===== config.mk =====
export PLATFORM = sky130hd
export DESIGN_NAME = reorder_buffer
export DESIGN_NICKNAME = d
export VERILOG_FILES = /design/src/hdl/core_pkg.sv /design/src/hdl/reorder_buffer.sv
export VERILOG_INCLUDE_DIRS = /design/src /design/src/hdl
export SDC_FILE = /design/constraint.sdc
export NUM_CORES = 1
export LEC_CHECK = 0
export ABC_AREA = 1
export ABC_CLOCK_PERIOD_IN_PS = 5700
export BUFFER_PORTS_ARGS = -buffer_cell sky130_fd_sc_hd__buf_2
export CORE_AREA = 3 3 182 139
export CTS_CLUSTER_DIAMETER = 100
export DETAILED_ROUTE_END_ITERATION = 6
export DIE_AREA = 0 0 185 142
export PLACE_DENSITY_LB_ADDON = 0.12
export SLEW_MARGIN = 20
export SYNTH_ARGS = -nofsm -noshare
export SYNTH_HDL_FRONTEND = slang
export SYNTH_SLANG_ARGS = --single-unit

===== constraint.sdc =====
create_clock -name clk_i -period 5.7 [get_ports clk_i]
set_input_delay 1.425 -clock clk_i [delete_from_list [all_inputs] [get_ports clk_i]]
set_output_delay 1.425 -clock clk_i [all_outputs]
set_load 0.01 [all_outputs]

===== src/hdl/core_macros.svh =====
`ifndef CORE_MACROS_SVH
`define CORE_MACROS_SVH

// Data path and register file
`define XLEN        32
`define REG_ADDR_W  5
`define NUM_REGS    32

// Reorder buffer and multiply pipeline
`define ROB_DEPTH   8
`define ROB_TAG_W   3
`define MUL_LATENCY 5

// Instruction word fields
`define OPCODE_MSB  31
`define OPCODE_LSB  28
`define RD_LSB      23
`define RS1_LSB     18
`define RS2_LSB     13
`define IMM_W       16

`endif


===== src/hdl/core_pkg.sv =====
`include "core_macros.svh"

package core_pkg;

  typedef enum logic [3:0] {
    OP_ADD = 4'd1,
    OP_SUB = 4'd2,
    OP_AND = 4'd3,
    OP_OR  = 4'd4,
    OP_XOR = 4'd5,
    OP_LI  = 4'd6,
    OP_MUL = 4'd7
  } opcode_e;

  typedef enum logic {
    UNIT_ALU = 1'b0,
    UNIT_MUL = 1'b1
  } exec_unit_e;

  // One-word instruction buffer
  typedef struct packed {
    logic              valid;
    logic [`XLEN-1:0]  word;
  } instr_slot_t;

  typedef struct packed {
    logic                   valid;
    exec_unit_e             unit;
    opcode_e                opcode;
    logic [`XLEN-1:0]       op_a;
    logic [`XLEN-1:0]       op_b;
    logic [`REG_ADDR_W-1:0] rd;
    logic [`ROB_TAG_W-1:0]  tag;
  } issue_t;

  typedef struct packed {
    logic                   valid;
    logic [`ROB_TAG_W-1:0]  tag;
    logic [`REG_ADDR_W-1:0] rd;
    logic [`XLEN-1:0]       data;
  } result_t;

  typedef struct packed {
    logic                   valid;
    logic [`REG_ADDR_W-1:0] rd;
    logic [`XLEN-1:0]       data;
  } commit_t;

endpackage


===== src/hdl/reorder_buffer.sv =====
`timescale 1ns/100ps
`include "core_macros.svh"

module reorder_buffer (
  input  logic                   clk_i,
  input  logic                   rst_i,
  input  logic                   alloc_i,
  input  logic [`REG_ADDR_W-1:0] alloc_rd_i,
  output logic [`ROB_TAG_W-1:0]  tag_o,
  output logic                   full_o,
  input  core_pkg::result_t      result_i,
  output core_pkg::commit_t      commit_o
);
  logic [`ROB_DEPTH-1:0]  done_q;
  logic [`REG_ADDR_W-1:0] rd_q   [`ROB_DEPTH];
  logic [`XLEN-1:0]       data_q [`ROB_DEPTH];
  logic [`ROB_TAG_W-1:0]  head_q, tail_q;
  logic [`ROB_TAG_W:0]    count_q;
  logic [`ROB_TAG_W-1:0]  rel_tag;
  logic                   pop;

  assign tag_o  = tail_q;
  assign full_o = count_q == (`ROB_TAG_W+1)'(`ROB_DEPTH);
  assign pop    = count_q != '0 && done_q[head_q];

  // Position of the completing entry relative to the head
  assign rel_tag = result_i.tag - head_q;

  always_ff @(posedge clk_i) begin
    if (alloc_i) begin
      rd_q[tail_q] <= alloc_rd_i;
    end
    if (result_i.valid) begin
      data_q[result_i.tag] <= result_i.data;
    end
    commit_o.rd   <= rd_q[head_q];
    commit_o.data <= data_q[head_q];
    if (!rst_i) begin
      done_q         <= '0;
      head_q         <= '0;
      tail_q         <= '0;
      count_q        <= '0;
      commit_o.valid <= 1'b0;
    end else begin
      if (alloc_i) begin
        done_q[tail_q] <= 1'b0;
        tail_q         <= tail_q + 1'b1;
      end
      if (result_i.valid) begin
        done_q[result_i.tag] <= 1'b1;
      end
      if (pop) begin
        done_q[head_q] <= 1'b0;
        head_q         <= head_q + 1'b1;
      end
      count_q <= count_q + alloc_i - pop;
      // x0 writes retire silently
      commit_o.valid <= pop && rd_q[head_q] != '0;
    end
  end

  complete_allocated: assert property (@(posedge clk_i) disable iff (!rst_i)
    result_i.valid |-> ({1'b0, rel_tag} < count_q));

endmodule


### Word-level counts from Yosys, hierarchy flattened

Memories as Yosys holds them, arrays and structs flattened. A register that Yosys moved wholly into a read port is not among the register bits.
Index checks and enable logic that the tools add are counted.

| word-level totals | value |
|---|---|
| flip-flop bits (word level) | 24 |
| bits in writable memories | 296 |
| input port bits | 49 |
| output and inout port bits | 42 |
| logic and storage cells | 50 |
| memories kept | 2 |

| cells by class | value |
|---|---|
| $add $sub $neg | 4 |
| order comparisons | 6 |
| equality and inequality tests | 1 |
| muxes and demuxes | 19 |
| bitwise gates (word level) | 5 |
| reductions and logical operators | 7 |

Memory list:

| memory | words | bits a word | read ports | clocked after memory_dff | wr ports | line | text |
|---|---|---|---|---|---|---|---|
| data_q | 8 | 32 | 1 | 1 | 1 | reorder_buffer.sv:16 | `` logic [`XLEN-1:0] data_q [`ROB_DEPTH]; `` |
| rd_q | 8 | 5 | 1 | 1 | 1 | reorder_buffer.sv:15 | `` logic [`REG_ADDR_W-1:0] rd_q [`ROB_DEPTH]; `` |

Operators with widths:

| operator | number |
|---|---|
| 2-to-1 mux 8 bit | 5 |
| AND 8 bit | 2 |
| inverter 8 bit | 2 |
| < comparator 3 x 4 -> 1 bit, second input constant | 3 |
| demux 1 bit (select 3 bit) | 3 |
| >= comparator 3 x 1 -> 1 bit, second input constant | 3 |
| 2-to-1 mux 1 bit | 8 |
| bitwise OR 8 bit | 1 |
| adder 3 x 1 -> 3 bit, second input constant | 2 |
| 2-to-1 mux 3 bit | 2 |
| logical AND 1 bit | 5 |
| nonzero test 5 bit | 1 |
| adder 4 x 1 -> 4 bit | 1 |
| == test 4 bit, second input constant | 1 |
| nonzero test 4 bit | 1 |
| subtractor 4 x 1 -> 4 bit | 1 |
| binary-select mux 1 bit (select 3 bit) | 1 |

### Longest topological paths before layout

Gate-level depths: netlist of run 1.

| logic depth | value |
|---|---|
| word-level depth | 13 |
| depth in mapped cells | 14 |
| gate-level depth less buffers | 13 |

### Least setup slack after synthesis of run 1

Ideal clock, no wire load.

| path | value |
|---|---|
| kind | input to register |
| start | in result_i[40] in the netlist's numbering |
| end | mem data_q[2][0] in the netlist's numbering, enable pin |
| library setup time | 0.423 ns |
| arrival time | 2.993 ns |
| data required time | 5.277 ns |
| path slack | 2.284 ns |
| stages | 4 |
| path buffers | 0 |
| cell sequence | inv_1 nor2_1 inv_1 nor2_1 |

| on the way | value |
|---|---|
| cells in the longest elaborated chain, start to end | 2 |

RTL lines:

| what | line | text |
|---|---|---|
| start, declared | reorder_buffer.sv:11 | `input core_pkg::result_t result_i,` |
| 2-to-1 mux 1 bit | reorder_buffer.sv:33 | `if (result_i.valid) begin` |
| 2-to-1 mux 1 bit (implied by the code) | reorder_buffer.sv:34 | `data_q[result_i.tag] <= result_i.data;` |
| end, declared | reorder_buffer.sv:16 |  |

Every way passes these cells.

### Worst setup path in the final report of run 1

| path | value |
|---|---|
| start | reg head_q[1] |
| end | reg count_q[1] |

| on the way | value |
|---|---|
| cells in the longest elaborated chain, start to end | 4 |

RTL lines:

| what | line | text |
|---|---|---|
| start, declared | reorder_buffer.sv:17 | `` logic [`ROB_TAG_W-1:0] head_q, tail_q; `` |
| start signal, assigned | reorder_buffer.sv:54 | `head_q <= head_q + 1'b1;` |
| binary-select mux 1 bit (select 3 bit) | reorder_buffer.sv:24 | `assign pop = count_q != '0 && done_q[head_q];` |
| 2-to-1 mux 1 bit (implied by the code) | reorder_buffer.sv:24 |  |
| logical AND 1 bit | reorder_buffer.sv:24 |  |
| subtractor 4 x 1 -> 4 bit | reorder_buffer.sv:56 | `count_q <= count_q + alloc_i - pop;` |
| end signal, assigned | reorder_buffer.sv:56 |  |
| end, declared | reorder_buffer.sv:18 | `` logic [`ROB_TAG_W:0] count_q; `` |

Every way passes these cells. The select of a mux whose other input is x is not followed.
A chain may end at the register's enable or synchronous reset.

==> results of run 1 <==
==> through the flow <==
stage | setup WS, ps | instance area (µm²) | cells | util (%)
after floorplan | 2280 | 13400 | 991 | -
after global placement | 2670 | 14100 | 1346 | 59.4
after detailed placement | 2660 | 14100 | 1346 | 59.4
after CTS | 2740 | 15200 | 1406 | 63.8
after global routing | 2480 | 15200 | 1406 | 63.8
final | 2740 | 15200 | 1406 | 63.8
==> logic make-up after synthesis <==
kind of cell | Yosys count
xor gates and xnor gates | 2
AOI/OAI and AO/OA | 272
adders and majority gates | 8
buffers and inverters | 127
DFF | 355
and+or+nand+nor | 227
==> tightest hold or removal path, stage by stage (launching register included) <==
cell	delay, ps
edfxtp_1	310
o21ai_0	70
o2111ai_1	70
==> layout by cell type (no fill, tap or decap), types with 2 or more instances in the layout <==
| cell | n |
|---|---|
| nand3_1 | 33 |
| buf_4 | 12 |
| clkbuf_8 | 4 |
| ha_1 | 7 |
| a21oi_1 | 9 |
| dfxtp_1 | 58 |
| o21ai_0 | 136 |
| o21ai_1 | 5 |
| inv_1 | 72 |
| clkinv_1 | 5 |
| o21a_1 | 89 |
| inv_6 | 2 |
| o2111ai_1 | 32 |
| edfxtp_1 | 296 |
| clkinv_2 | 5 |
| inv_2 | 5 |
| clkbuf_1 | 9 |
| nor2_4 | 11 |
| nand2_1 | 78 |
| buf_2 | 85 |
| nor2_1 | 99 |
| nand2_4 | 3 |
| clkbuf_16 | 35 |
==> path summary, 6_finish.rpt <==
kind / from / end / cells past startpoint / slack, ps
setup reg to reg: head_q[1]$_SDFFE_PN0P_ / count_q[1]$_SDFF_PN0_ / 12 / 2740
hold reg to reg: data_q[5][24]$_DFFE_PP_ / commit_o[24]$_DFF_P_ / 2 / 490
hold / removal: data_q[5][24]$_DFFE_PP_ / commit_o[24]$_DFF_P_ / 2 / 490
setup / recovery: head_q[1]$_SDFFE_PN0P_ / count_q[1]$_SDFF_PN0_ / 12 / 2740
==> cell type report <==
cell class / instances / area share, %
clock buffers: 48 / 6.35
clock inverters: 12 / 0.577
inverters: 79 / 1.97
multi-input cells: 509 / 18.8
flip-flops and latches: 355 / 66.4
well taps: 306 / 2.52
repair buffers: 97 / 3.40
==> cell usage after synthesis <==
master	count	share of area [%]
xor2_1	1	0.065
clkbuf_1	20	0.56
o21a_1	89	5.0
dfxtp_1	59	8.8
nor2_1	107	3.0
buf_4	4	0.22
nand3_1	33	1.2
nor2_8	1	0.15
a21oi_1	9	0.34
clkinv_1	1	0.028
fa_1	1	0.15
o21ai_0	136	5.1
o21ai_2	1	0.065
o2111ai_1	32	2.1
nor2_4	3	0.25
buf_2	23	0.86
buf_6	1	0.084
nand2_1	78	2.2
inv_1	72	2.0
inv_2	6	0.17
nand3_2	1	0.075
nand2_4	3	0.25
xnor2_1	1	0.065
edfxtp_1	296	66
nor3b_1	1	0.056
ha_1	7	0.65
o21ai_1	5	0.19
==> metal layers <==
layer | share of wire (%) | track usage (%)
met4 | 1.4 | 4.46
met5 | 0.049 | 0
met3 | 5.3 | 3.68
met2 | 45 | 31.2
met1 | 48 | 32.2
==> flip-flops by register name, summed over array words and instances (netlist names), named ones only <==
signal and count:
commit_o 38, count_q 4, data_q 256, done_q 8
head_q 3, rd_q 40, tag_o 3
==> where the power goes <==
group          switching, mW  total [mW]  internal, mW
clock network          0.908        2.14          1.23
registers             0.0919        3.08          2.98
logic                  0.461       0.719         0.257
==> flow_metrics.env, run 1 <==
export IMPL_end_kind="register"
export IMPL_hold_path_class="register to register"
export IMPL_rsz0062_at_grt="no"
export IMPL_avgSynthCellArea_um2=13.5
export IMPL_cp_max_fo=27
export IMPL_drive_gt1_share_pct=15.3
export IMPL_drc_errors=0
export IMPL_antenna_found_initial=1
export IMPL_tightest_slew_ps=964
export IMPL_clockBufferDepth=3
export IMPL_synth_top_family_by_area="compound AO/OA/AOI/OAI gates"
export IMPL_max_vdd_ir_drop_mv=0.204
export IMPL_synth_compound_area_share_pct=12.7
export IMPL_ys_seq_area_share_pct=75.2
export IMPL_power_total_mw=5.93
export IMPL_htreeDepth=2
export IMPL_period_needed_ps=2960
export IMPL_power_density_mw_per_mm2=391
export IMPL_dr_first_iter_drc_count=773
export IMPL_postCtsSetupBuffers=0
export IMPL_synth_cell_types=27
export IMPL_start_kind="register"
export IMPL_fp_dieH_um=142
export IMPL_fin_nets=1134
export IMPL_cts_root_buf="clkbuf_16"
export IMPL_criticalPathCategory="register to register"
export IMPL_viasPerCell=5.52
export IMPL_start_util_pct=56.3
export IMPL_ys_warn_count=0
export IMPL_cts_made_buffers=35
export IMPL_wl_per_cell_um=19.0
export IMPL_fin_worst_skew_ps=15.4
export IMPL_postSynthNetCount=1048
export IMPL_synth_fa_ha_area_share_pct=0.803
export IMPL_coreArea_mm2=0.0238
export IMPL_fillers=1783
export IMPL_fmax_mhz=338
export IMPL_cts_tree="done"
export IMPL_grt_pass1_wl_mm=41.7
export IMPL_diodes=0
export IMPL_area_growth_pct=13.3
export IMPL_path_cells="nand2_4 -> inv_2 -> nand3_1 -> nand2_1 -> nor2_1 -> nor2_4 -> nand2_1 -> o21ai_0 -> ha_1 -> fa_1 -> nand2_1 -> inv_1"
export IMPL_synth_mux_area_fraction_pct=0
export IMPL_p_leak_nw=5.41
export IMPL_status="finished, final reports clean"
export IMPL_drtAntennaViolNets=0
export IMPL_fin_tns_setup_ps=0
export IMPL_synthSimpleGateAreaFrac_pct=7.20
export IMPL_seq_area_mm2=0.0101
export IMPL_cts_hold_buf=0
export IMPL_finalHoldViolations=0
export IMPL_grt_total_usage_pct=20.7
export IMPL_setup_violations=0
export IMPL_slowest_stage="dfxtp_1"
export IMPL_numClockSinks=355
export IMPL_synth_seq_cells=355
export IMPL_clk_latency_ps=500
export IMPL_routabilityCongestion=0.769
export IMPL_crit_buf_inv=2
export IMPL_wirelength_mm=26.7
export IMPL_dieArea_mm2=0.0263
export IMPL_synthCells=991
export IMPL_via_count=7763
export IMPL_crit_arrival_ps=3350
export IMPL_multi_input_area_mm2=0.00286
export IMPL_cp_required_ps=6100
export IMPL_dpl_hpwl_mm=14.1
export IMPL_worst_path_largest_cell_delay_ps=630
export IMPL_post_cts_resized=0
export IMPL_finalCritPeriodShare_pct=51.9
export IMPL_drt_pre_antenna_iters=5
export IMPL_cp_common_cell="nand2_1"
export IMPL_path_delay_family="simple AND/OR/NAND/NOR gates"
export IMPL_io_buffers=85
export IMPL_ioPinCount=91
export IMPL_syn_cell_area_mm2=0.0134
export IMPL_cap_violations=0
export IMPL_fp_row_count=49
export IMPL_whs_ps=489
export IMPL_synth_xor_area_share_pct=0.131
export IMPL_grt_max_degree=98
export IMPL_die_width_um=185
export IMPL_max_slew_margin_pct=35.7
export IMPL_overflow=0
export IMPL_clkSlewWorstSetupHoldPaths_ps=60
export IMPL_slew_violations=0
export IMPL_grt_pass1_vias=7272
No activity file was read; power rests on OpenSTA's default activity.
==> run 2, diff against run 1 <==
--- a/config.mk
+++ b/config.mk
@@ -7,7 +7,7 @@
 export NUM_CORES = 1
 export LEC_CHECK = 0
 export ABC_AREA = 1
-export ABC_CLOCK_PERIOD_IN_PS = 5700
+export ABC_CLOCK_PERIOD_IN_PS = 2800
 export BUFFER_PORTS_ARGS = -buffer_cell sky130_fd_sc_hd__buf_2
 export CORE_AREA = 3 3 182 139
 export CTS_CLUSTER_DIAMETER = 100
==> constraint.sdc (replaced) <==
create_clock -name clk_i -period 2.8 [get_ports clk_i]
set_input_delay 0.7 -clock clk_i [delete_from_list [all_inputs] [get_ports clk_i]]
set_output_delay 0.7 -clock clk_i [all_outputs]
set_load 0.01 [all_outputs]
==> run 2 against run 1 <==
Net effect:
- register-to-register slack worse by 2400 ps
- non-clock buffer count is 16 higher
- via count is 0.98% higher
- critical endpoint unchanged
- largest power group unchanged
==> flow_metrics.env, run 2 (synthesis gave the netlist of run 1 again) <==
export IMPL_io_buffers=85
export IMPL_grt_total_usage_pct=20.9
export IMPL_numClockSinks=355
export IMPL_cp_required_ps=3200
export IMPL_rsz0062_at_grt="no"
export IMPL_final_cell_mix="edfxtp_1, o21ai_0, nor2_1"
export IMPL_dr_first_iter_drc_count=721
export IMPL_utilization_pct=65.2
export IMPL_max_slew_margin_pct=49.3
export IMPL_clk_latency_ps=510
export IMPL_fp_row_count=49
export IMPL_setup_violations=0
export IMPL_postCtsSetupBuffers=0
export IMPL_wirelength_mm=27.1
export IMPL_fin_nets=1150
export IMPL_start_kind="register"
export IMPL_top_regs="data_q x256, rd_q x40, commit_o x38"
export IMPL_via_count=7839
export IMPL_grt_max_degree=76
export IMPL_htreeDepth=2
export IMPL_p_leak_nw=5.57
export IMPL_power_density_mw_per_mm2=806
export IMPL_min_path_cells=1
export IMPL_drt_pre_antenna_iters=5
export IMPL_wl_per_cell_um=19.0
export IMPL_cts_hold_buf=0
export IMPL_largest_reg_flops=256
export IMPL_fillers=1793
export IMPL_clockBufferDepth=3
export IMPL_fin_worst_skew_ps=9.61
export IMPL_max_vdd_ir_drop_mv=0.655
export IMPL_multi_input_area_mm2=0.00286
export IMPL_drtAntennaViolNets=0
export IMPL_cp_max_fo=9
export IMPL_cts_root_buf="clkbuf_16"
export IMPL_antenna_found_initial=0
export IMPL_fp_dieH_um=142
export IMPL_regMostFlops="data_q"
export IMPL_mostFrequentLayoutCell="edfxtp_1"
export IMPL_cts_made_buffers=35
export IMPL_overflow=0
export IMPL_diodes=0
export IMPL_drive_gt1_share_pct=16.8
export IMPL_post_cts_resized=0
export IMPL_clkSlewWorstSetupHoldPaths_ps=60
export IMPL_tightest_slew_ps=757
export IMPL_fmax_mhz=413
export IMPL_fin_tns_setup_ps=0
export IMPL_cap_violations=0
export IMPL_period_needed_ps=2420
export IMPL_end_kind="register"
export IMPL_drc_errors=0
export IMPL_ioPinCount=91
export IMPL_coreArea_mm2=0.0238
export IMPL_seq_area_mm2=0.0101
export IMPL_finalCritPeriodShare_pct=86.5
export IMPL_dieArea_mm2=0.0263
export IMPL_hold_path_class="primary input to register"
export IMPL_grt_pass1_wl_mm=42.0
export IMPL_finalHoldViolations=0
export IMPL_grt_pass1_vias=7417
export IMPL_cts_tree="done"
export IMPL_status="finished, final reports clean"
export IMPL_criticalPathCategory="register to register"
export IMPL_whs_ps=458
export IMPL_rr_worst_depth=12
export IMPL_slew_violations=0
export IMPL_area_growth_pct=15.9
export IMPL_die_width_um=185
export IMPL_dpl_hpwl_mm=14.8
export IMPL_crit_arrival_ps=2820
export IMPL_start_util_pct=56.3
export IMPL_power_total_mw=12.5
export IMPL_viasPerCell=5.50
export IMPL_routabilityCongestion=0.800
==> run 2: cell types whose count changed in the layout (fill, tap and decap cells not counted) <==
cell,previous run,this run
buf_12,0,8
clkbuf_8,4,3
inv_8,0,1
clkbuf_1,9,7
clkbuf_16,35,37
bufinv_16,1,4
clkinvlp_4,0,1
inv_6,2,0
buf_4,12,20
==> run 2: report_power, final <==
group / internal [mW] / total, mW / switching, mW
registers: 6.07 / 6.19 / 0.118
logic: 0.556 / 1.58 / 1.02
clock network: 2.87 / 4.74 / 1.87
total: 9.50 / 12.5 / 3.01
==> run 2: metrics by stage <==
step / std cells / setup WS, ps / instance area (µm²)
final: 1424 / 378 / 15500
after global routing: 1424 / 175 / 15500
after CTS: 1424 / 346 / 15500
after detailed placement: 1362 / 431 / 14300
after global placement: 1362 / 468 / 14300
after floorplan: 991 / 109 / 13400
==> run 2: routing by layer <==
metal	up-vias	part of all wire, %	routed length (µm)	track usage, %
li1	3777	-	-	-
met1	3819	46	12500	30.7
met2	201	46	12500	32.6
met3	42	5.8	1570	3.88
met4	0	1.8	488	5.64
met5	-	0	0	0
==> run 2: cell type report <==
cell class | instances | area share [%]
inverters | 79 | 1.93
clock buffers | 47 | 6.40
flip-flops and latches | 355 | 64.9
multi-input cells | 509 | 18.4
repair buffers | 113 | 4.74
well taps | 306 | 2.47
clock inverters | 15 | 1.15
==> run 2: final timing paths <==
kind | startpoint | to | slack, ps
worst min register to register | data_q[5][8]$_DFFE_PP_ | commit_o[8]$_DFF_P_ | 480
worst max register to register | head_q[1]$_SDFFE_PN0P_ | count_q[1]$_SDFF_PN0_ | 380
worst min-delay path | result_i[14] | data_q[7][14]$_DFFE_PP_ | 460
worst max-delay path | head_q[1]$_SDFFE_PN0P_ | count_q[1]$_SDFF_PN0_ | 380
==> run 2: critical path, stage by stage (launching register included) <==
cell and delay, ps:
dfxtp_1 610, nand2_4 180, inv_2 90, nand3_1 80, nand2_1 110, nor2_1 80, nor2_4 150, nand2_1 130
o21ai_0 120, ha_1 230, fa_1 430, nand2_1 80, inv_1 40
==> run 3, diff against run 2 <==
--- a/config.mk
+++ b/config.mk
@@ -7,12 +7,11 @@
 export NUM_CORES = 1
 export LEC_CHECK = 0
 export ABC_AREA = 1
-export ABC_CLOCK_PERIOD_IN_PS = 2800
-export BUFFER_PORTS_ARGS = -buffer_cell sky130_fd_sc_hd__buf_2
-export CORE_AREA = 3 3 182 139
+export BUFFER_PORTS_ARGS = -buffer_cell sky130_fd_sc_hd__buf_4
+export CORE_AREA = 3 3 186 143
 export CTS_CLUSTER_DIAMETER = 100
 export DETAILED_ROUTE_END_ITERATION = 6
-export DIE_AREA = 0 0 185 142
+export DIE_AREA = 0 0 189 146
 export PLACE_DENSITY_LB_ADDON = 0.12
 export SLEW_MARGIN = 20
 export SYNTH_ARGS = -nofsm -noshare
==> constraint.sdc (replaced) <==
create_clock -name clk_i -period 2 [get_ports clk_i]
set_input_delay 0.5 -clock clk_i [delete_from_list [all_inputs] [get_ports clk_i]]
set_output_delay 0.5 -clock clk_i [all_outputs]
set_load 0.01 [all_outputs]
==> run 3 against run 2 <==
Net effect:
- clock skew grew 1.1 ps
- final cell count grew 3.4%
- clock power grew 36%
- worst setup slack lost 290 ps
- combinational power grew 56%
- critical endpoint is now count_q[2]$_SDFF_PN0_
- wire length grew 1.9%
- clock-buffer cell count shrank 2
- sequential share of layout area shrank 1.6 points
- flip-flop and latch count is the same
- critical path type unchanged
- sequential power grew 40%
- global-route usage shrank 0.89 points
==> flow_metrics.env, run 3 (synthesis gave the netlist of run 1 again) <==
export IMPL_status="finished, final reports clean"
export IMPL_area_growth_pct=18.9
export IMPL_wl_per_cell_um=18.8
export IMPL_path_delay_family="adder cells"
export IMPL_mostFrequentLayoutCell="edfxtp_1"
export IMPL_top_regs="data_q x256, rd_q x40, commit_o x38"
export IMPL_fin_cells=1472
export IMPL_period_needed_ps=1910
export IMPL_rsz0062_at_grt="yes"
export IMPL_final_cell_mix="edfxtp_1, o21ai_0, buf_4"
export IMPL_dpl_hpwl_mm=14.9
export IMPL_clk_latency_ps=520
export IMPL_grt_pass1_wl_mm=42.9
export IMPL_slowest_stage="fa_1"
export IMPL_htreeDepth=2
export IMPL_via_count=7875
export IMPL_numClockSinks=355
export IMPL_crit_arrival_ps=2310
export IMPL_io_buffers=85
export IMPL_dieArea_mm2=0.0276
export IMPL_cap_violations=0
export IMPL_start_util_pct=53.9
export IMPL_max_slew_margin_pct=52.3
export IMPL_finalCritPeriodShare_pct=95.7
export IMPL_drive_gt1_share_pct=18.3
export IMPL_fillers=1878
export IMPL_dr_first_iter_drc_count=651
export IMPL_fp_dieH_um=146
export IMPL_viasPerCell=5.35
export IMPL_tightest_slew_ps=715
export IMPL_finalHoldViolations=0
export IMPL_die_width_um=189
export IMPL_cp_max_fo=6
export IMPL_routabilityCongestion=0.773
export IMPL_pre_cts_ws_ps=23.1
export IMPL_fin_worst_skew_ps=10.7
export IMPL_grt_total_usage_pct=20.0
export IMPL_end_kind="register"
export IMPL_drc_errors=0
export IMPL_fin_nets=1163
export IMPL_grt_pass1_vias=7384
export IMPL_max_vdd_ir_drop_mv=0.808
export IMPL_cts_tree="done"
export IMPL_power_density_mw_per_mm2=1100
export IMPL_setup_violations=0
export IMPL_coreArea_mm2=0.0248
export IMPL_path_cells="buf_12 -> nand2_4 -> inv_2 -> nand3_1 -> nand2_2 -> nor2_4 -> nor2_4 -> nand2_2 -> o21ai_2 -> ha_2 -> fa_1 -> xnor2_1 -> nor2_1"
export IMPL_seq_area_mm2=0.0101
export IMPL_cp_required_ps=2390
export IMPL_p_leak_nw=5.70
export IMPL_fp_row_count=50
export IMPL_crit_buf_inv=2
export IMPL_antenna_found_initial=2
export IMPL_start_kind="register"
export IMPL_multi_input_area_mm2=0.00289
export IMPL_grt_max_degree=129
export IMPL_fin_tns_setup_ps=0
export IMPL_drtAntennaViolNets=0
export IMPL_fmax_mhz=523
export IMPL_cts_hold_buf=0
export IMPL_setup_slack_ps=86.4
export IMPL_slew_violations=0
export IMPL_cts_root_buf="clkbuf_16"
export IMPL_cts_made_buffers=36
export IMPL_clkSlewWorstSetupHoldPaths_ps=60
export IMPL_worst_path_largest_cell_delay_ps=400
export IMPL_dp_cells=1404
export IMPL_drt_pre_antenna_iters=5
export IMPL_largest_reg_flops=256
export IMPL_regMostFlops="data_q"
export IMPL_clockBufferDepth=3
export IMPL_diodes=0
export IMPL_wirelength_mm=27.6
export IMPL_ioPinCount=91
export IMPL_hold_path_class="primary input to register"
export IMPL_overflow=0
export IMPL_criticalPathCategory="register to register"
run 3: changes by cell type in the layout (fill, tap and decap cells not counted), sizes merged:
cell and change:
clkinvlp +2, buf +12, clkbuf -2, clkinv +7, inv -1, bufinv -2
run 3: stage by stage:
step / util, % / hold slack [ps] / area (µm²) / total power, mW
floorplan: - / 446 / 13400 / 10.2
global placement: 59.3 / 466 / 14700 / 11.3
detailed placement: 59.3 / 475 / 14700 / 11.3
CTS: 63.9 / 195 / 15900 / 17.7
global route: 64.1 / 197 / 15900 / 18.4
finish: 64.1 / 212 / 15900 / 17.6
run 3: timing repair:
action	CTS	global route
setup endpoints to repair	1	5
buffers inserted	0	2
gates resized for setup	1	13
pin swaps	0	6
run 3: layout make-up:
type | instances | area share, %
sequential | 355 | 63.3
multi-input combinational | 509 | 18.1
timing repair buffer | 125 | 6.78
clock buffer | 45 | 6.14
tap | 338 | 2.66
inverter | 79 | 1.91
clock inverter | 21 | 1.08
run 3: metal layers:
metal | global-route usage [%] | wire length [µm] | vias up | share of wire, %
met5 | 0 | 31 | - | 0.11
met4 | 5.02 | 454 | 4 | 1.6
met3 | 4.09 | 1740 | 40 | 6.3
met2 | 29.3 | 12100 | 202 | 44
met1 | 30.8 | 13300 | 3824 | 48
li1 | - | - | 3805 | -
run 3: worst paths after layout:
path                                 from                       to  slack, ps  depth (start not counted)
setup / recovery   head_q[1]$_SDFFE_PN0P_    count_q[2]$_SDFF_PN0_         90                         13
hold reg to reg   data_q[5][23]$_DFFE_PP_     commit_o[23]$_DFF_P_        490                          2
setup reg to reg   head_q[1]$_SDFFE_PN0P_    count_q[2]$_SDFF_PN0_         90                         13
hold / removal               result_i[10]  data_q[0][10]$_DFFE_PP_        210                          1
run 3: power by group:
group,total (mW),internal [mW],switching [mW]
sequential,8.68,8.51,0.174
clock,6.45,3.75,2.70
combinational,2.46,1.01,1.46
